**config.mk**
```make
export PLATFORM = sky130hd
export DESIGN_NAME = exec_unit
export DESIGN_NICKNAME = d
export VERILOG_FILES = /design/src/common/isa_pkg.sv /design/src/common/exec_pkg.sv /design/src/alu/shifter.sv /design/src/alu/alu.sv /design/src/alu_control.sv /design/src/cond_unit.sv /design/src/pipe_reg.sv /design/src/exec_unit.sv
export VERILOG_INCLUDE_DIRS = /design/src /design/src/common
export SDC_FILE = /design/constraint.sdc
export NUM_CORES = 1
export LEC_CHECK = 0
export BUFFER_PORTS_ARGS = -buffer_cell sky130_fd_sc_hd__buf_4
export CAP_MARGIN = 20
export CORE_ASPECT_RATIO = 0.5
export CORE_MARGIN = 10
export CORE_UTILIZATION = 40
export CTS_BUF_LIST = sky130_fd_sc_hd__clkbuf_16
export CTS_CLUSTER_DIAMETER = 40
export DETAILED_ROUTE_END_ITERATION = 16
export GPL_TIMING_DRIVEN = 0
export PLACE_DENSITY = 0.64
export RECOVER_POWER = 100
export SLEW_MARGIN = 20
export SYNTH_ARGS = -nofsm -noshare
export SYNTH_HDL_FRONTEND = slang
export SYNTH_SLANG_ARGS = --single-unit
```
**constraint.sdc**
```tcl
create_clock -name clk -period 11.3 [get_ports clk]
set_clock_uncertainty 0.1 [all_clocks]
set_input_delay 1.695 -clock clk [delete_from_list [all_inputs] [get_ports clk]]
set_output_delay 1.695 -clock clk [all_outputs]
set_load 0.1 [all_outputs]
```
**src/common/wisc_consts.svh**
```systemverilog
`ifndef WISC_CONSTS_SVH
`define WISC_CONSTS_SVH

// Datapath word
`define DATA_W 16

// Instruction fields
`define OP_W 5
`define FUNCT_W 2

// Rotates and shifts use the low bits of operand B
`define SHAMT_W 4

`endif

```
**src/common/isa_pkg.sv**
```systemverilog
`default_nettype none

`include "wisc_consts.svh"

package isa_pkg;

  typedef enum logic [`OP_W-1:0] {
    OP_HALT  = 5'b00000,
    OP_ADDI  = 5'b01000,
    OP_SUBI  = 5'b01001,
    OP_XORI  = 5'b01010,
    OP_ANDNI = 5'b01011,
    OP_BLTZ  = 5'b01110,
    OP_BGEZ  = 5'b01111,
    OP_ST    = 5'b10000,
    OP_LD    = 5'b10001,
    OP_SLBI  = 5'b10010,
    OP_STU   = 5'b10011,
    OP_ROLI  = 5'b10100,
    OP_SLLI  = 5'b10101,
    OP_RORI  = 5'b10110,
    OP_SRLI  = 5'b10111,
    OP_LBI   = 5'b11000,
    OP_BTR   = 5'b11001,
    OP_ROL   = 5'b11010, // ROL, SLL, ROR, SRL by funct
    OP_RRR   = 5'b11011, // ADD, SUB, XOR, ANDN by funct
    OP_SEQ   = 5'b11100,
    OP_SLT   = 5'b11101,
    OP_SLE   = 5'b11110,
    OP_SCO   = 5'b11111
  } opcode_e;

  // Function field in the register-register groups
  //   RRR group 00 ADD, 01 SUB, 10 XOR, 11 ANDN
  //   ROL group 00 ROL, 01 SLL, 10 ROR, 11 SRL

  typedef struct packed {
    opcode_e                opcode;
    logic [`FUNCT_W-1:0]    funct;
  } instr_t;

endpackage

`default_nettype wire

```
**src/common/exec_pkg.sv**
```systemverilog
`default_nettype none

`include "wisc_consts.svh"

package exec_pkg;

  // Low two bits pick the shift when the top bit is clear
  typedef enum logic [2:0] {
    ALU_ROL = 3'b000,
    ALU_SLL = 3'b001,
    ALU_ROR = 3'b010,
    ALU_SRL = 3'b011,
    ALU_ADD = 3'b100,
    ALU_OR  = 3'b101,
    ALU_XOR = 3'b110,
    ALU_AND = 3'b111
  } alu_op_e;

  typedef struct packed {
    logic    inv_a;
    logic    inv_b;
    logic    sign;   // Signed overflow reporting
    logic    cin;
    logic    pass_b; // Result is operand B as is
    alu_op_e op;
  } alu_ctrl_t;

  // Stage 1 payload
  typedef struct packed {
    isa_pkg::instr_t      instr;
    alu_ctrl_t            ctrl;
    logic [`DATA_W-1:0]   operand_a;
    logic [`DATA_W-1:0]   operand_b;
  } issue_t;

  // Stage 2 payload and stage output
  typedef struct packed {
    logic [`DATA_W-1:0]   word;
    logic                 branch_taken;
    logic                 halt;
  } exec_result_t;

endpackage

`default_nettype wire

```
**src/alu/shifter.sv**
```systemverilog
`default_nettype none

`include "wisc_consts.svh"

module shifter (
  input  logic [`DATA_W-1:0]    value,
  input  logic [`SHAMT_W-1:0]   shamt,
  input  exec_pkg::alu_op_e     op,
  output logic [`DATA_W-1:0]    shifted
);

  logic [2*`DATA_W-1:0] doubled;
  logic [2*`DATA_W-1:0] rol_wide;
  logic [2*`DATA_W-1:0] ror_wide;

  // Rotates come out of a doubled copy of the value
  assign doubled = {value, value};
  assign rol_wide = doubled << shamt;
  assign ror_wide = doubled >> shamt;

  always_comb
  begin
    case (op[1:0])
      2'b00: shifted = rol_wide[2*`DATA_W-1:`DATA_W];
      2'b01: shifted = value << shamt;  // Zero fill
      2'b10: shifted = ror_wide[`DATA_W-1:0];
      default: shifted = value >> shamt;
    endcase
  end

endmodule

`default_nettype wire

```
**src/alu/alu.sv**
```systemverilog
`default_nettype none

`include "wisc_consts.svh"

module alu (
  input  logic [`DATA_W-1:0]    a,
  input  logic [`DATA_W-1:0]    b,
  input  exec_pkg::alu_ctrl_t   ctrl,
  output logic [`DATA_W-1:0]    result,
  output logic                  carry_out,
  output logic                  overflow
);

  logic [`DATA_W-1:0] a_op;
  logic [`DATA_W-1:0] b_op;
  logic [`DATA_W:0]   sum_wide;
  logic [`DATA_W-1:0] shifted;
  logic [`DATA_W-1:0] op_result;
  logic               signed_ovf;

  assign a_op = ctrl.inv_a ? ~a : a;
  assign b_op = ctrl.inv_b ? ~b : b;

  assign sum_wide = {1'b0, a_op} + {1'b0, b_op} + {{`DATA_W{1'b0}}, ctrl.cin};
  assign carry_out = sum_wide[`DATA_W];

  // Same-sign inputs with a sum of the other sign
  assign signed_ovf = (a_op[`DATA_W-1] == b_op[`DATA_W-1]) &&
                      (sum_wide[`DATA_W-1] != a_op[`DATA_W-1]);
  assign overflow = ctrl.sign ? signed_ovf : carry_out;

  shifter i_shifter (
    .value   (a_op),
    .shamt   (b[`SHAMT_W-1:0]),
    .op      (ctrl.op),
    .shifted (shifted)
  );

  always_comb
  begin
    case (ctrl.op)
      exec_pkg::ALU_ADD: op_result = sum_wide[`DATA_W-1:0];
      exec_pkg::ALU_OR:  op_result = a_op | b_op;
      exec_pkg::ALU_XOR: op_result = a_op ^ b_op;
      exec_pkg::ALU_AND: op_result = a_op & b_op;
      default:           op_result = shifted;
    endcase
  end

  assign result = ctrl.pass_b ? b : op_result; // LBI

endmodule

`default_nettype wire

```
**src/alu_control.sv**
```systemverilog
`default_nettype none

module alu_control (
  input  isa_pkg::instr_t      instr,
  output exec_pkg::alu_ctrl_t  ctrl
);

  always_comb
  begin
    ctrl = '0;
    ctrl.op = exec_pkg::ALU_ROL; // HALT and undefined opcodes
    case (instr.opcode)
      isa_pkg::OP_LBI:
      begin
        ctrl.pass_b = 1'b1;
      end
      isa_pkg::OP_RRR:
      begin
        case (instr.funct)
          2'b00: ctrl.op = exec_pkg::ALU_ADD;
          2'b01:
          begin
            ctrl.inv_a = 1'b1; // B - A
            ctrl.cin = 1'b1;
            ctrl.op = exec_pkg::ALU_ADD;
          end
          2'b10: ctrl.op = exec_pkg::ALU_XOR;
          default:
          begin
            ctrl.inv_b = 1'b1; // ANDN
            ctrl.op = exec_pkg::ALU_AND;
          end
        endcase
      end
      isa_pkg::OP_ROL:
      begin
        case (instr.funct)
          2'b00: ctrl.op = exec_pkg::ALU_ROL;
          2'b01: ctrl.op = exec_pkg::ALU_SLL;
          2'b10: ctrl.op = exec_pkg::ALU_ROR;
          default: ctrl.op = exec_pkg::ALU_SRL;
        endcase
      end
      isa_pkg::OP_SEQ,
      isa_pkg::OP_SUBI:
      begin
        ctrl.inv_a = 1'b1;
        ctrl.cin = 1'b1;
        ctrl.op = exec_pkg::ALU_ADD;
      end
      // A - B with signed overflow for compares and branches
      isa_pkg::OP_SLT,
      isa_pkg::OP_SLE,
      isa_pkg::OP_BLTZ,
      isa_pkg::OP_BGEZ:
      begin
        ctrl.sign = 1'b1;
        ctrl.inv_b = 1'b1;
        ctrl.cin = 1'b1;
        ctrl.op = exec_pkg::ALU_ADD;
      end
      isa_pkg::OP_ADDI:
      begin
        ctrl.sign = 1'b1;
        ctrl.op = exec_pkg::ALU_ADD;
      end
      isa_pkg::OP_SCO,
      isa_pkg::OP_ST,
      isa_pkg::OP_LD,
      isa_pkg::OP_STU,
      isa_pkg::OP_BTR:
      begin
        ctrl.op = exec_pkg::ALU_ADD; // Address add
      end
      isa_pkg::OP_SLBI:
      begin
        ctrl.op = exec_pkg::ALU_OR; // A arrives pre-shifted
      end
      isa_pkg::OP_XORI:
      begin
        ctrl.op = exec_pkg::ALU_XOR;
      end
      isa_pkg::OP_ANDNI:
      begin
        ctrl.inv_b = 1'b1;
        ctrl.op = exec_pkg::ALU_AND;
      end
      isa_pkg::OP_ROLI:
      begin
        ctrl.op = exec_pkg::ALU_ROL;
      end
      isa_pkg::OP_SLLI:
      begin
        ctrl.op = exec_pkg::ALU_SLL;
      end
      isa_pkg::OP_RORI:
      begin
        ctrl.op = exec_pkg::ALU_ROR;
      end
      isa_pkg::OP_SRLI:
      begin
        ctrl.op = exec_pkg::ALU_SRL;
      end
      default:
      begin
        ctrl.op = exec_pkg::ALU_ROL;
      end
    endcase
  end

endmodule

`default_nettype wire

```
**src/cond_unit.sv**
```systemverilog
`default_nettype none

`include "wisc_consts.svh"

module cond_unit (
  input  exec_pkg::issue_t          issue,
  input  logic [`DATA_W-1:0]        alu_result,
  input  logic                      carry_out,
  input  logic                      overflow,
  output exec_pkg::exec_result_t    result
);

  logic is_zero;
  logic is_less;
  logic is_set;
  logic set_bit;

  assign is_zero = (alu_result == '0);
  assign is_less = alu_result[`DATA_W-1] ^ overflow; // Overflow-corrected sign of A - B

  always_comb
  begin
    is_set = 1'b1;
    set_bit = 1'b0;
    result.branch_taken = 1'b0;
    result.halt = 1'b0;
    case (issue.instr.opcode)
      isa_pkg::OP_SEQ:  set_bit = is_zero;
      isa_pkg::OP_SLT:  set_bit = is_less;
      isa_pkg::OP_SLE:  set_bit = is_less | is_zero;
      isa_pkg::OP_SCO:  set_bit = carry_out;
      default:          is_set = 1'b0;
    endcase
    case (issue.instr.opcode)
      isa_pkg::OP_BLTZ: result.branch_taken = issue.operand_a[`DATA_W-1];
      isa_pkg::OP_BGEZ: result.branch_taken = ~issue.operand_a[`DATA_W-1];
      isa_pkg::OP_HALT: result.halt = 1'b1;
      default:          result.halt = 1'b0;
    endcase
    result.word = is_set ? {{(`DATA_W-1){1'b0}}, set_bit} : alu_result;
  end

endmodule

`default_nettype wire

```
**src/pipe_reg.sv**
```systemverilog
`default_nettype none

module pipe_reg #(
  parameter type payload_t = logic
) (
  input  logic      clk,
  input  logic      rst,
  input  logic      in_valid,
  input  payload_t  in_data,
  output logic      out_valid,
  output payload_t  out_data
);

  always_ff @(posedge clk)
  begin
    if (rst)
      out_valid <= 1'b0;
    else
      out_valid <= in_valid;
  end

  // Payload holds between strobes
  always_ff @(posedge clk)
  begin
    if (in_valid)
      out_data <= in_data;
  end

endmodule

`default_nettype wire

```
**src/exec_unit.sv**
```systemverilog
`default_nettype none

`include "wisc_consts.svh"

module exec_unit (
  input  logic                      clk,
  input  logic                      rst,
  input  logic                      in_valid,
  input  isa_pkg::instr_t           in_instr,
  input  logic [`DATA_W-1:0]        operand_a,
  input  logic [`DATA_W-1:0]        operand_b,
  output logic                      out_valid,
  output exec_pkg::exec_result_t    out_result
);

  exec_pkg::alu_ctrl_t     ctrl_d;
  exec_pkg::issue_t        issue_d;
  exec_pkg::issue_t        issue_q;
  logic                    issue_valid;
  logic [`DATA_W-1:0]      alu_result;
  logic                    alu_carry;
  logic                    alu_ovf;
  exec_pkg::exec_result_t  result_d;

  alu_control i_alu_control (
    .instr (in_instr),
    .ctrl  (ctrl_d)
  );

  assign issue_d = '{instr: in_instr, ctrl: ctrl_d, operand_a: operand_a, operand_b: operand_b};

  pipe_reg #(.payload_t(exec_pkg::issue_t)) i_issue_reg (
    .clk       (clk),
    .rst       (rst),
    .in_valid  (in_valid),
    .in_data   (issue_d),
    .out_valid (issue_valid),
    .out_data  (issue_q)
  );

  alu i_alu (
    .a         (issue_q.operand_a),
    .b         (issue_q.operand_b),
    .ctrl      (issue_q.ctrl),
    .result    (alu_result),
    .carry_out (alu_carry),
    .overflow  (alu_ovf)
  );

  cond_unit i_cond_unit (
    .issue      (issue_q),
    .alu_result (alu_result),
    .carry_out  (alu_carry),
    .overflow   (alu_ovf),
    .result     (result_d)
  );

  pipe_reg #(.payload_t(exec_pkg::exec_result_t)) i_result_reg (
    .clk       (clk),
    .rst       (rst),
    .in_valid  (issue_valid),
    .in_data   (result_d),
    .out_valid (out_valid),
    .out_data  (out_result)
  );

endmodule

`default_nettype wire

```
==> results of run 1 <==
registers in the layout, indices dropped and copies added (netlist names):
signal,count
i_result_reg.out_valid,1
i_issue_reg.out_data,45
i_issue_reg.out_valid,1
i_result_reg.out_data,18
area by class of cell:
cell class | instances | area [um^2] | share of cell area, %
multi-input combinational | 643 | 5089 | 58.78
inverter | 44 | 165.2 | 1.908
timing repair buffer | 60 | 360.3 | 4.162
sequential | 65 | 1932 | 22.32
clock buffer | 9 | 225.2 | 2.602
tap | 259 | 324.1 | 3.743
buffer | 73 | 441.7 | 5.102
clock inverter | 7 | 120.1 | 1.387
Yosys cell counts (5+ instances only):
| cell type | n | area (um^2) |
|---|---|---|
| nor3b_1 | 5 | 37.54 |
| nand4_1 | 8 | 50.05 |
| mux4_2 | 20 | 450.4 |
| nor2b_1 | 8 | 50.05 |
| edfxtp_1 | 63 | 1892 |
| a21o_1 | 9 | 67.56 |
| buf_2 | 19 | 95.09 |
| or2_2 | 5 | 31.28 |
| nand2_1 | 62 | 232.7 |
| nand2b_1 | 10 | 62.56 |
| o21a_1 | 5 | 37.54 |
| nor2_1 | 65 | 244.0 |
| buf_6 | 13 | 146.4 |
| buf_4 | 12 | 90.09 |
| mux4_1 | 10 | 262.8 |
| clkbuf_1 | 19 | 71.32 |
| a211oi_1 | 9 | 67.56 |
| and3_1 | 8 | 50.05 |
| nor3_1 | 21 | 105.1 |
| o221ai_1 | 6 | 52.55 |
| xor2_1 | 44 | 385.4 |
| ha_1 | 31 | 387.9 |
| o21ai_0 | 38 | 190.2 |
| mux2i_1 | 58 | 580.6 |
| a211o_1 | 8 | 70.07 |
| mux2_2 | 11 | 123.9 |
| a21oi_1 | 29 | 145.1 |
| o211ai_1 | 11 | 82.58 |
| buf_1 | 6 | 22.52 |
| xnor2_1 | 26 | 227.7 |
| o22ai_1 | 18 | 112.6 |
| nand3_1 | 17 | 85.08 |
| a31oi_1 | 11 | 68.82 |
| inv_1 | 41 | 153.9 |
final timing paths:
check,startpoint,end,slack (ps),depth (start not counted)
worst max-delay path,i_issue_reg.out_data[39]$_DFFE_PP_,i_result_reg.out_data[2]$_DFFE_PP_,4170,17
worst min-delay path,i_issue_reg.out_data[46]$_DFFE_PP_,i_result_reg.out_data[0]$_DFFE_PP_,500,1
worst min register to register,i_issue_reg.out_data[46]$_DFFE_PP_,i_result_reg.out_data[0]$_DFFE_PP_,500,1
worst max register to register,i_issue_reg.out_data[39]$_DFFE_PP_,i_result_reg.out_data[2]$_DFFE_PP_,4170,17
where the power goes:
part,internal [mW],total (mW),switching (mW)
sequential,0.291,0.305,0.0139
clock,0.216,0.337,0.121
combinational,0.218,0.622,0.405
total,0.725,1.26,0.540
cell families after synthesis:
group,synth area share [%]
adder cells (fa/ha/maj),5.060
multiplexers,18.49
buffers and inverters,8.260
AO/OA/AOI/OAI,19.47
XOR/XNOR,8.848
AND/OR/NAND/NOR,14.66
flip-flops,25.20
per-layer routing:
layer,wire (um),vias up
met3,3090,42
met4,526,0
met2,11710,411
met1,13890,3517
met5,0,-
li1,-,3246
worst register-to-register path, stage by stage, from the launching register on:
cell,delay (ps)
edfxtp_1,470
clkbuf_1,580
clkbuf_1,560
clkbuf_1,620
clkbuf_1,580
clkbuf_1,570
xor2_1,280
ha_1,440
a21oi_1,150
a21boi_0,410
o2bb2ai_1,170
a211o_1,290
a21boi_0,410
mux2i_1,320
and3_1,260
nand4_1,120
or4b_1,580
nand3_1,100
==> flow_summary.ini, run 1 <==
[grt]
grt-ovfl-total = 0
antenna_found_initial = 0
busiest_layer = met1
grt_max_degree = 47
gr-usage-met1_pct = 33.08
grtUsageMet3_pct = 5.849
grt_pass1_wl_mm = 44.03
grt.total_usage_pct = 22.34
grt_pass1_vias = 6815
use_met2_pct = 30.76

[timing]
finalMaxSlewViolations = 47
rsz0062_at_grt = false
whs_ps = 502.4
finalSetupViolCount = 0
slew-limit-headroom_pct = -80.84
worst_slew_pin_slew_ps = 2713
fin_crit_ps = 7126
hold_viol_final = 0
layout_setup_ws_ps = 4174
timing.final.crit_share_pct = 63.06
setup_tns_ps = 0
fmax_mhz = 140.3

[synth]
syn_area_per_cell_um2 = 9.291
netlist_instances = 825
synth_nets = 898
synth.ff_latch_count = 65
synth_top_flop_cell = edfxtp_1
ys_warn_count = 0
yosysSeqAreaShare_pct = 25.20
syn_area_um2 = 7665
synth_enable_flop_cells = 63
ys_async_sr_fraction_pct = 0
synth.distinct_cells = 83

[layout]
drive_gt1_share_pct = 16.09
fill_cells = 1815
final_core_util_pct = 46.51
fin_cells = 1160
final_cell_mix = 65 x nor2_1, 63 x edfxtp_1, 62 x nand2_1
area_delta_synth_final_pct = 12.94
final_net_count = 969
diodes = 0
final_area_um2 = 8657
layout_commonest_cell = nor2_1

[pwr]
ir_worst_vdd_mv = 0.06536
cellLeakagePower_nw = 3.415
power_density_nw_per_um2 = 146.1
totalPowerFinal_mw = 1.265

[setup_path]
cp.arrival_ps = 7250
critPathRequiredTime_ps = 11420
cp_slowest_cell = clkbuf_1
crit_fanout = 10
crit_chain = clkbuf_1 > clkbuf_1 > clkbuf_1 > clkbuf_1 > clkbuf_1 > xor2_1 > ha_1 > a21oi_1 > a21boi_0 > o2bb2ai_1 > a211o_1 > a21boi_0 > mux2i_1 > and3_1 > nand4_1 > or4b_1 > nand3_1
endpoint_kind = flop
critPathLaunchType = flop
cpPeakStageDelay_ps = 620
critPathTopFamily = buffers and inverters
worst-setup-path-type = reg -> reg
cpMostUsedCell = clkbuf_1
path_buf_inv = 5

[cts]
htree_num_levels = 3
post_cts_resized = 0
clock_sinks = 65
ctsHoldBuffers = 0
clkTransAtPathRegs_ps = 60
clock_latency_ps = 360
cts-root-buf = clkbuf_16
cts_setup_buffers = 0
cts_tree = yes
cts_made_buffers = 9
clk_path_buf_depth = 2

[placed_design]
place_inst = 1144
hpwl_mm = 22.05
post-place-ws_ps = 5736
io_buffers = 60
gp_congestion = 0.9974
placed_area_um2 = 8439

[floorplanning]
dieHeight_um = 117.9
start_util_pct = 41.18
num_rows = 35
core_um2 = 18610
pin_count = 61
die_w_um = 215.8
die_area_um2 = 25440

[run_status]
violations = capacitance limit, slew limit
status = finished, violations left

[route]
wire_per_inst_um = 25.18
firstDrtPassIters = 5
ant_nets = 0
drt-total-wl_mm = 29.21
drc = 0
via_count = 7216
detail_route.vias_per_cell = 6.221
drt_iter0_markers = 881

[min_path]
hold_path_class = reg -> reg

[job]
maxCapViolCount = 1
(Power assumes the default switching activity.)
==> inputs of run 2 (changes only) <==
ABC_AREA = 1   (was default)
clock period = 7.4 ns   (was 11.3 ns; I/O delays follow)
==> run 2 against run 1 <==
The run still ends with capacitance limit, slew limit left. Via count grew 6.3%. Die area fell by 10%. Core utilization grew 0.13 points. Non-clock buffer count decreased by 29. Critical path depth grew 2. Flip-flop and latch count did not move. Sequential share of layout area increased by 2.8 points. Critical path type unchanged.
==> flow_summary.ini, run 2 <==
[run_status]
status = finished, violations left
violations = capacitance limit, slew limit

[cts]
cts_made_buffers = 9
cts_setup_buffers = 0
clkTransAtPathRegs_ps = 70
clock_latency_ps = 350
clock_sinks = 65
htree_num_levels = 3
ctsHoldBuffers = 0
post_cts_resized = 0
cts_tree = yes
cts-root-buf = clkbuf_16
clk_path_buf_depth = 2

[min_path]
hold_depth = 1
min-delay-start = i_issue_reg.out_data[44]$_DFFE_PP_
hold-path-endpoint = i_result_reg.out_data[0]$_DFFE_PP_
hold_path_class = reg -> reg

[synth]
synth_most_common_cell = nand2_1
synth.distinct_cells = 45
netlist_instances = 1035
netlist.top_cell.by_area = edfxtp_1
synth_nets = 1108
synth_top_area_share_pct = 28.03
synth_enable_flop_cells = 63
ys_async_sr_fraction_pct = 0
synth_top_cells_by_count = 313 x nand2_1, 236 x nand3_1, 96 x inv_1
synth.ff_latch_count = 65
synth_area_leaders = edfxtp_1 28%, nand3_1 17%, nand2_1 17%
syn_area_um2 = 6750
synth_top_flop_cell = edfxtp_1
syn_area_per_cell_um2 = 6.522
yosysSeqAreaShare_pct = 28.62
ys_warn_count = 0

[setup_path]
r2r_cells = 19
r2r-start = i_issue_reg.out_data[38]$_DFFE_PP_
critPathLaunch = i_issue_reg.out_data[38]$_DFFE_PP_
cpMostUsedCell = nand2_1
endpoint_kind = flop
path_depth = 19
critPathTopFamily = buffers and inverters
cp_slowest_cell = clkbuf_1
r2r_setup_slack_ps = 3250
critPathLaunchType = flop
r2r_end = i_result_reg.out_data[2]$_DFFE_PP_
crit_fanout = 10
critPathRequiredTime_ps = 7480
path_buf_inv = 4
cp.arrival_ps = 4240
crit_chain = clkbuf_1 > clkbuf_1 > xnor2_1 > inv_1 > ha_1 > nand2_1 > o21ai_0 > inv_1 > a21oi_1 > nor2_1 > nor2_1 > nand2_1 > nand2_1 > nand2_1 > nor2_1 > nand2_1 > nor2_1 > nand3_1 > a21oi_1
worst-setup-path-type = reg -> reg
cpPeakStageDelay_ps = 620

[layout]
fill_cells = 1705
fin_cells = 1339
layout_commonest_cell = nand2_1
largest_registers = i_issue_reg.out_data x45, i_result_reg.out_data x18
final_core_util_pct = 46.64
final_cell_mix = 315 x nand2_1, 237 x nand3_1, 97 x inv_1
seqCellArea_um2 = 1932
drive_gt1_share_pct = 12.51
final_net_count = 1179
largest_reg_flops = 45
top_register = i_issue_reg.out_data
multi_input_area_um2 = 4154
area_delta_synth_final_pct = 13.83

[floorplanning]
die_w_um = 203.7
start_util_pct = 40.97
core_um2 = 16470
dieHeight_um = 111.9
die_area_um2 = 22790
num_rows = 33
pin_count = 61

[timing]
worst_slew_pin_slew_ps = 2774
finalMaxSlewViolations = 47
slew-limit-headroom_pct = -84.92
rsz0062_at_grt = false
hold_viol_final = 0
finalSetupViolCount = 0
setup_tns_ps = 0
fin_crit_ps = 4154
fmax_mhz = 240.8
timing.final.crit_share_pct = 56.13

[grt]
grt.total_usage_pct = 23.39
grt-ovfl-total = 0
grt_pass1_vias = 7035
busiest_layer = met2
antenna_found_initial = 2
gr-usage-met1_pct = 32.31
grt_max_degree = 47
grtUsageMet3_pct = 5.527
use_met2_pct = 34.83
grt_pass1_wl_mm = 41.19

[route]
via_count = 7670
drt-total-wl_mm = 27.42
detail_route.vias_per_cell = 5.728
drc = 0
firstDrtPassIters = 5
drt_iter0_markers = 846
wire_per_inst_um = 20.48
ant_nets = 0

[pwr]
power_density_nw_per_um2 = 221.3
p_int_uw = 927.8
seq_power_share_pct = 27.4
power_frac_comb_pct = 45.1
netSwitchingFraction_pct = 45.43
clockPowerShare_pct = 27.4
cellLeakagePower_nw = 3.720
p_sw_uw = 772.4
ir_worst_vdd_mv = 0.1228

[placed_design]
gp_congestion = 1.013
hpwl_mm = 21.59
io_buffers = 60
place_inst = 1322

[job]
maxCapViolCount = 1
==> run 2: cell types whose count changed after synthesis, moves of 16 or more <==
cell     change
nand3_1    +219
nand2_2     +31
mux2i_1     -58
mux4_2      -20
xor2_1      -43
inv_1       +55
nand2_1    +251
nor3_1      -16
==> run 2: cell families after synthesis <==
kind of cell | synth area share (%)
XOR/XNOR | 1.817
buffers and inverters | 9.639
flip-flops | 28.62
AND/OR/NAND/NOR | 45.73
adder cells (fa/ha/maj) | 5.746
AO/OA/AOI/OAI | 8.452
==> run 2: layout make-up <==
cell class | instances | area share [%]
buffer | 44 | 3.094
multi-input combinational | 821 | 54.06
clock inverter | 7 | 1.124
inverter | 105 | 5.227
sequential | 65 | 25.14
tap | 227 | 3.696
antenna | 1 | 0.03257
timing repair buffer | 60 | 4.690
clock buffer | 9 | 2.931
==> run 2: power by group through the flow <==
stage / clock network, mW / registers (mW) / logic (mW)
6_report: 0.467 / 0.466 / 0.767
2_1_floorplan: 0 / 0.537 / 0.467
3_5_place_dp: 0 / 0.473 / 0.756
3_3_place_gp: 0 / 0.472 / 0.754
4_1_cts: 0.472 / 0.466 / 0.760
5_1_grt: 0.489 / 0.471 / 0.836
==> run 2: per-stage QoR <==
step,hold slack (ps),worst slack [ps],power (mW),cell area [um^2]
finish,480.5,3246,1.700,7684
global route,493.0,2876,1.795,7681
CTS,491.6,3632,1.698,7796
detailed placement,472.2,3671,1.230,7485
global placement,471.5,3707,1.227,7485
floorplan,434.3,4347,1.004,6750
==> run 2: worst max path at each step <==
stage / endpoint / slack, ps
after global placement: i_result_reg.out_data[2]$_DFFE_PP_ / 3710
final: i_result_reg.out_data[2]$_DFFE_PP_ / 3250
after floorplan: i_result_reg.out_data[2]$_DFFE_PP_ / 4350
after global routing: i_result_reg.out_data[2]$_DFFE_PP_ / 2880
after detailed placement: i_result_reg.out_data[2]$_DFFE_PP_ / 3670
after CTS: i_result_reg.out_data[2]$_DFFE_PP_ / 3630
==> run 2: layer usage <==
metal,vias to the layer above,share of wire (%)
li1,3617,-
met1,3601,46
met2,393,42
met3,57,9.6
met4,2,2.8
met5,-,0.047
==> inputs of run 3 (changes only) <==
PLACE_DENSITY = 0.67   (was 0.64)
clock period = 3.63 ns   (was 7.4 ns; I/O delays follow)
==> run 3 against run 2 <==
The run still ends with capacitance limit, slew limit left. Cell count barely moved. Maximum frequency increased by 21%. Clock-buffer cell count did not move. Flip-flop and latch count unchanged. Largest power group unchanged. Highest routed layer is now met4.
==> flow_summary.ini, run 3 (synthesis results as in run 2) <==
[cts]
htree_num_levels = 3
clk_path_buf_depth = 2
clock_sinks = 65
cts_made_buffers = 9
cts_tree = yes
clock_latency_ps = 350
cts-root-buf = clkbuf_16
clkTransAtPathRegs_ps = 70

[floorplanning]
start_util_pct = 40.97
die_w_um = 203.7
die_area_um2 = 22790
pin_count = 61
core_um2 = 16470
dieHeight_um = 111.9
num_rows = 33

[route]
ant_nets = 0
drt-total-wl_mm = 27.54
firstDrtPassIters = 6
detail_route.vias_per_cell = 5.660
drc = 0
drt_iter0_markers = 943
via_count = 7585
wire_per_inst_um = 20.55

[grt]
antenna_found_initial = 0
grt.total_usage_pct = 23.88
grt_pass1_wl_mm = 42.08
grt-ovfl-total = 0
grt_max_degree = 47
grt_pass1_vias = 7124

[layout]
largest_registers = i_issue_reg.out_data x45, i_result_reg.out_data x18
final_area_um2 = 7784
final_net_count = 1181
fill_cells = 1707
area_delta_synth_final_pct = 15.31
final_cell_mix = 311 x nand2_1, 235 x nand3_1, 96 x inv_1
diodes = 0
largest_reg_flops = 45
top_register = i_issue_reg.out_data
final_core_util_pct = 47.25
layout_commonest_cell = nand2_1
fin_cells = 1340
drive_gt1_share_pct = 14.47

[setup_path]
worst-setup-path-type = reg -> reg
critPathLaunchType = flop
crit_fanout = 8
critPathRequiredTime_ps = 3740
cp.arrival_ps = 3540
endpoint_kind = flop
r2r_setup_slack_ps = 200

[run_status]
status = finished, violations left
violations = capacitance limit, slew limit

[timing]
finalSetupViolCount = 0
finalMaxSlewViolations = 47
fmax_mhz = 291.2
slew-limit-headroom_pct = -73.17
worst_slew_pin_slew_ps = 2598
timing.final.crit_share_pct = 94.60
hold_viol_final = 0
fin_crit_ps = 3434
setup_tns_ps = 0

[pwr]
cellLeakagePower_nw = 3.754
power_density_nw_per_um2 = 449.4
ir_worst_vdd_mv = 0.2565

[placed_design]
hpwl_mm = 21.61
placed_area_um2 = 7485
gp_congestion = 1.031
place_inst = 1322
io_buffers = 60

[min_path]
hold_path_class = in -> reg

[job]
maxCapViolCount = 1
## run 3: cell count changes in the layout (fill, tap and decap cells not counted), moves of 3 or more
cell / delta
nand2_1: -4
o21ai_2: +4
nand2_2: +3
a21oi_2: +3
a21oi_1: -3
o21ai_0: -6
## run 3: path summary, 6_finish.rpt
path | from | to | cells after the start
setup / recovery | i_issue_reg.out_data[39]$_DFFE_PP_ | i_result_reg.out_data[2]$_DFFE_PP_ | 21
hold / removal | rst | i_issue_reg.out_valid$_SDFF_PP0_ | 2
setup reg to reg | i_issue_reg.out_data[39]$_DFFE_PP_ | i_result_reg.out_data[2]$_DFFE_PP_ | 21
hold reg to reg | i_issue_reg.out_data[45]$_DFFE_PP_ | i_result_reg.out_data[0]$_DFFE_PP_ | 1
## run 3: final cells by class
class	count	area [um^2]	share of cell area, %
repair buffers	63	375.4	4.822
flip-flops and latches	65	1932	24.82
inverters	105	404.1	5.192
clock buffers	9	225.2	2.893
plain buffers	43	251.5	3.231
multi-input cells	821	4227	54.30
well taps	227	284.0	3.649
clock inverters	7	85.08	1.093
## run 3: timing repair
action | CTS | global route
hold buffers | 0 | 0
endpoints found under the setup margin | 1 | 2
setup buffers | 0 | 3
gates resized for setup | 0 | 22
pin swaps | 0 | 6
## run 3: metrics by stage
stage / setup WS (ps) / hold WS (ps) / power [mW]
after floorplan: 577.0 / 434.3 / 2.047
after global placement: 14.56 / 452.3 / 2.501
after detailed placement: -18.87 / 459.4 / 2.504
after CTS: 27.24 / 245.2 / 3.454
after global routing: -30.33 / 242.8 / 3.701
final: 196.1 / 252.1 / 3.498
## run 3: report_power, final
part	switching [mW]	internal [mW]
combinational	1.14	0.459
sequential	0.0466	0.904
clock	0.405	0.547
total	1.59	1.91
## run 3: critical path, cell delays in order, from the launching register on
cell	delay [ps]
edfxtp_1	480
buf_6	200
inv_8	80
nand2_1	80
nand2_4	90
inv_1	50
ha_1	300
ha_1	200
inv_1	70
nand2_2	80
ha_1	300
a221oi_2	260
o21ai_2	110
nor2_1	120
nor2_1	60
nand2_1	100
nand3_1	110
nor2_1	110
nand2_1	50
nor2_1	110
nand3_1	110
a21oi_2	120
## run 3: routing by layer
| layer | global-route usage, % | part of all wire (%) | up-vias | routed length [um] |
|---|---|---|---|---|
| met1 | 32.46 | 45 | 3503 | 12290 |
| met3 | 6.858 | 11 | 55 | 2942 |
| met2 | 35.20 | 42 | 405 | 11450 |
| li1 | - | - | 3622 | - |
| met5 | 0 | 0 | - | 0 |
| met4 | 8.300 | 3.1 | 0 | 855 |
